## config.mk

```make
export PLATFORM = sky130hd
export DESIGN_NAME = mult_operand_prep
export DESIGN_NICKNAME = d
export VERILOG_FILES = /design/src/source/mult_pkg.sv /design/src/source/mult_operand_prep.sv
export SDC_FILE = /design/constraint.sdc
export NUM_CORES = 1
export LEC_CHECK = 0
export ABC_CLOCK_PERIOD_IN_PS = 2000
export BUFFER_PORTS_ARGS = -buffer_cell sky130_fd_sc_hd__clkbuf_2
export CAP_MARGIN = 20
export CORE_AREA = 2 2 110 112
export DETAILED_ROUTE_END_ITERATION = 7
export DIE_AREA = 0 0 112 114
export GPL_ROUTABILITY_DRIVEN = 1
export SETUP_SLACK_MARGIN = 0.4
export SLEW_MARGIN = 15
export SYNTH_ARGS = -nofsm -noshare
export SYNTH_HDL_FRONTEND = slang
export SYNTH_SLANG_ARGS = --single-unit
```

## constraint.sdc

```tcl
create_clock -name vclk -period 2
set_input_delay 0 -clock vclk [all_inputs]
set_output_delay 0 -clock vclk [all_outputs]
set_load 0.01 [all_outputs]
```

## src/source/mult_pkg.sv

```systemverilog
package mult_pkg;

    // data path widths
    localparam int xlen          = 32;
    localparam int mult_stages   = 4;
    // multiplier bits retired by each stage, legal stage counts are 2, 4 and 8
    localparam int slice_width   = 2 * xlen / mult_stages;

    // out-of-order bookkeeping
    localparam int b_mask_width  = 4;
    localparam int phys_reg_bits = 6;

    typedef logic [b_mask_width-1:0]  b_mask_t;
    typedef logic [phys_reg_bits-1:0] phys_reg_t;

    typedef enum logic [1:0] {
        m_mul,
        m_mulh,
        m_mulhsu,
        m_mulhu
    } mult_func_t;

    // issued multiply as it leaves the issue stage
    typedef struct packed {
        logic             valid;
        mult_func_t       func;
        logic [xlen-1:0]  src1;
        logic [xlen-1:0]  src2;
        phys_reg_t        dest;
        b_mask_t          bm;
    } mult_packet_t;

    // state carried from one multiply stage to the next
    typedef struct packed {
        logic              valid;
        logic [2*xlen-1:0] sum;
        logic [2*xlen-1:0] mplier;
        logic [2*xlen-1:0] mcand;
        phys_reg_t         dest;
        b_mask_t           bm;
        mult_func_t        func;
    } mult_stage_packet_t;

    // offer to the common data bus
    typedef struct packed {
        logic             valid;
        logic [xlen-1:0]  result;
        phys_reg_t        dest;
        b_mask_t          bm;
    } cdb_packet_t;

    localparam mult_stage_packet_t nop_stage_packet = '0;

    // clear resolved branch bits, or kill the entry on a mispredict
    function automatic mult_stage_packet_t resolve_stage_packet(
        input mult_stage_packet_t packet,
        input b_mask_t            resolve,
        input logic               mispred
    );
        mult_stage_packet_t updated;
        updated = packet;
        if ((packet.bm & resolve) != '0) begin
            if (mispred) begin
                updated = nop_stage_packet;
            end else begin
                updated.bm = packet.bm & ~resolve;
            end
        end
        return updated;
    endfunction

endpackage

```

## src/source/mult_operand_prep.sv

```systemverilog
module mult_operand_prep import mult_pkg::*; (
    input  mult_packet_t       mult_packet_in,
    input  b_mask_t            b_mm_resolve,
    input  logic               b_mm_mispred,
    output mult_stage_packet_t stage_packet
);

    mult_stage_packet_t prepared;

    always_comb begin
        prepared        = nop_stage_packet;
        prepared.valid  = mult_packet_in.valid;
        prepared.sum    = '0;
        prepared.dest   = mult_packet_in.dest;
        prepared.bm     = mult_packet_in.bm;
        prepared.func   = mult_packet_in.func;

        // src1 is signed unless the op is mulhu
        case (mult_packet_in.func)
            m_mul, m_mulh, m_mulhsu: begin
                prepared.mcand = {{xlen{mult_packet_in.src1[xlen-1]}}, mult_packet_in.src1};
            end
            default: begin
                prepared.mcand = {{xlen{1'b0}}, mult_packet_in.src1};
            end
        endcase

        // src2 is signed only for mul and mulh
        case (mult_packet_in.func)
            m_mul, m_mulh: begin
                prepared.mplier = {{xlen{mult_packet_in.src2[xlen-1]}}, mult_packet_in.src2};
            end
            default: begin
                prepared.mplier = {{xlen{1'b0}}, mult_packet_in.src2};
            end
        endcase
    end

    // a branch resolving this cycle also applies to the packet being issued
    assign stage_packet = resolve_stage_packet(prepared, b_mm_resolve, b_mm_mispred);

endmodule

```

# Word level (Yosys, flattened, before mapping)
# Cells that the tools add are included.
# totals
reg_bits,0
input_bits,82
output_inout_bits,205
elab_cells,15
# op_classes
eq_ne,2
n_mux,6
n_bitwise,3
n_reduce_logical,4
# ops
cell,count
$mux 205,1
$mux 199,1
$mux 64,2
$and 4x4->4,2
$mux 4,1
$not 4->4,1
$reduce_bool 4->1,1
$reduce_or 3->1,1
$eq 2x1->1 const B,1
$eq 2x2->1 const B,1
$logic_not 2->1,1
$mux 2,1
$reduce_or 2->1,1

# Longest topological paths before layout
# logic_depth
word_depth,5
depth_mapped,5
depth_no_buf,3

# Worst setup path before layout
# No wires, ideal clock.
# synth_timing
path_type,in2out
start,input port mult_packet_in[0] (netlist bit)
end,output port stage_packet[109] (netlist bit)
arrival_time_ns,1.529
t_required_ns,2.000
slack_ns,0.471
path_stages,5
n_path_buf,2
path_cell_list,a22o_1 -> o21ai_2 -> buf_6 -> and3b_1 -> buf_4
# synth_lines
element,line,text
"start, declared",mult_operand_prep.sv:2,"input mult_packet_t mult_packet_in,"
"end, declared",mult_operand_prep.sv:5,output mult_stage_packet_t stage_packet

==> results.sh <==
export IMPL_setup_ws_ns=0.638
export IMPL_avgSynthCellArea_um2=7.06
export IMPL_syn_area_mm2=0.00158
export IMPL_ant_nets=0
export IMPL_fin_nets=465
export IMPL_yosys_warnings=0
export IMPL_numSequentialCells=0
export IMPL_fin_crit_sh=0.681
export IMPL_dr_wl_met3_um=500
export IMPL_grt_remaining_overflow=0
export IMPL_hp_class="in -> out"
export IMPL_maxSlewViolCount=0
export IMPL_synth_cell_types=12
export IMPL_grt_pass1_wl_um=5270
export IMPL_drc=0
export IMPL_relSlewSlack=0.618
export IMPL_grt_max_degree=33
export IMPL_drt_initial_drc_count=10
export IMPL_regArea_um2=0
export IMPL_hold_viol=0
export IMPL_setup_tns_ns=0
export IMPL_postSynthCellCount=223
export IMPL_port_buffers=223
export IMPL_fmax_ghz=0.734
export IMPL_yosysMostFrequentCell="buf_4"
export IMPL_core_mm2=0.0117
export IMPL_die_h_um=114
export IMPL_num_antenna_cells=0
export IMPL_start_util=0.135
export IMPL_cp_endpoint="stage_packet[128]"
export IMPL_num_rows=40
export IMPL_synthTopCellsByArea="buf_4 (60%), and2_1 (29%), buf_6 (4.3%), o21a_1 (1.9%), nor2_1 (1.2%)"
export IMPL_criticalPathCategory="in -> out"
export IMPL_grt_use_total=0.0499
export IMPL_synth_top_area_frac=0.600
export IMPL_synth_top_area_cell="buf_4"
export IMPL_pwr_density_cell_mw_per_mm2=271
export IMPL_critPathMaxFanout=32
export IMPL_rsz0062_at_grt="false"
export IMPL_layout_cells_non_filler=528
export IMPL_nFillCells=1335
export IMPL_vias=1604
export IMPL_die_area_mm2=0.0128
export IMPL_die_w_um=112
export IMPL_tightest_slew_ns=0.573
export IMPL_critPathRequiredTime_ns=2.00
export IMPL_outcome="completed"
export IMPL_multiInputGateArea_um2=807
export IMPL_setup_viol=0
export IMPL_wl_met2_um=2240
export IMPL_synth_common_cells="buf_4 (126), and2_1 (73), buf_6 (6), nor2_1 (5), o21a_1 (4)"
export IMPL_dp_cells=526
export IMPL_clkbuf_count=0
export IMPL_grt_pass1_vias=1061
export IMPL_highest_layer="met3"
export IMPL_seq_area_frac_synth=0
export IMPL_io_pins=287
export IMPL_total_leakage_power_nw=1.43
export IMPL_layout_min_cycle_time_ns=1.36
export IMPL_wl_met1_um=1560
export IMPL_gp_congestion=0.720
export IMPL_place_ws_ns=0.386
export IMPL_startpoint_type="input pin"
export IMPL_irDropWorstVdd_mv=0.0955
export IMPL_drtPass1Iterations=3
export IMPL_drv_cap=0
export IMPL_drive_gt1_frac=0.604
export IMPL_postCtsHoldBufs=0
export IMPL_hpwl_um=3590
export IMPL_antenna_found_initial=0
export IMPL_routed_via_density=3.04
export IMPL_syn_to_final_growth_pct=36.9
export IMPL_cp_end_kind="output port"
export IMPL_p_total_mw=0.585
export IMPL_routedWlPerCell_um=8.14
export IMPL_arrival_ns=1.36
export IMPL_crit_start="mult_packet_in[0]"
export IMPL_wirelength_um=4300
## layout by cell type, fill, tap and decap left out
| cell | n |
|---|---|
| a22o_1 | 2 |
| and2_1 | 73 |
| and3_1 | 1 |
| and3b_1 | 1 |
| buf_12 | 1 |
| buf_4 | 4 |
| clkbuf_2 | 223 |
| conb_1 | 64 |
| nand2_1 | 1 |
| nor2_1 | 5 |
| o21a_1 | 4 |
| o21ai_2 | 1 |
| o21ai_4 | 1 |
## how the worst min path moves through the flow
| stage | from | endpoint | slack, ns | cells after the start |
|---|---|---|---|---|
| after floorplan | mult_packet_in[0] | stage_packet[2] | 0.11 | 1 |
| after global placement | mult_packet_in[13] | stage_packet[79] | 0.29 | 3 |
| after detailed placement | mult_packet_in[18] | stage_packet[84] | 0.29 | 3 |
| after CTS | mult_packet_in[18] | stage_packet[84] | 0.29 | 3 |
| after global routing | mult_packet_in[13] | stage_packet[79] | 0.30 | 3 |
| final | mult_packet_in[67] | stage_packet[37] | 0.29 | 3 |
## routing by layer
layer / global-route usage / vias up
li1: - / 802
met1: 0.0599 / 659
met2: 0.105 / 143
met3: 0.000531 / 0
met4: 0 / 0
met5: 0 / -
## kinds of logic after synthesis
family,Yosys count,share of synthesized area
buffers and inverters,134,0.648
AND/OR/NAND/NOR,81,0.314
AO/OA/AOI/OAI,7,0.0357
other,1,0.00238
## power breakdown
group          leakage, nW  internal (mW)  switching (mW)
Clock                    0              0               0
Sequential               0              0               0
Combinational         1.43          0.256           0.328
Total                 1.43          0.256           0.328
## stage by stage
step | hold slack, ns | cell area (um^2) | util
after detailed placement | 0.291 | 2130 | 0.182
after global placement | 0.291 | 2130 | 0.182
final | 0.290 | 2160 | 0.184
after CTS | 0.291 | 2140 | 0.182
after floorplan | 0.112 | 1810 | -
after global routing | 0.305 | 2160 | 0.184
## worst max-delay path, cell delays in order
cell	delay, ns
clkbuf_2	0.09
a22o_1	0.32
o21ai_4	0.19
buf_12	0.15
and3b_1	0.16
buf_4	0.26
clkbuf_2	0.18
## what timing repair did
action                                  4_1_cts  5_1_grt
cloned                                        1        0
pin swaps                                     1        1
hold endpoints to repair                      0        0
gates resized for setup                       0        0
buffers inserted                              0        1
endpoints found under the setup margin       64       70
## layout make-up
| cell class | count | share of cell area |
|---|---|---|
| well taps | 147 | 0.0853 |
| repair buffers | 228 | 0.541 |
| multi-input cells | 153 | 0.374 |
Power figures use the tool's default switching activity.
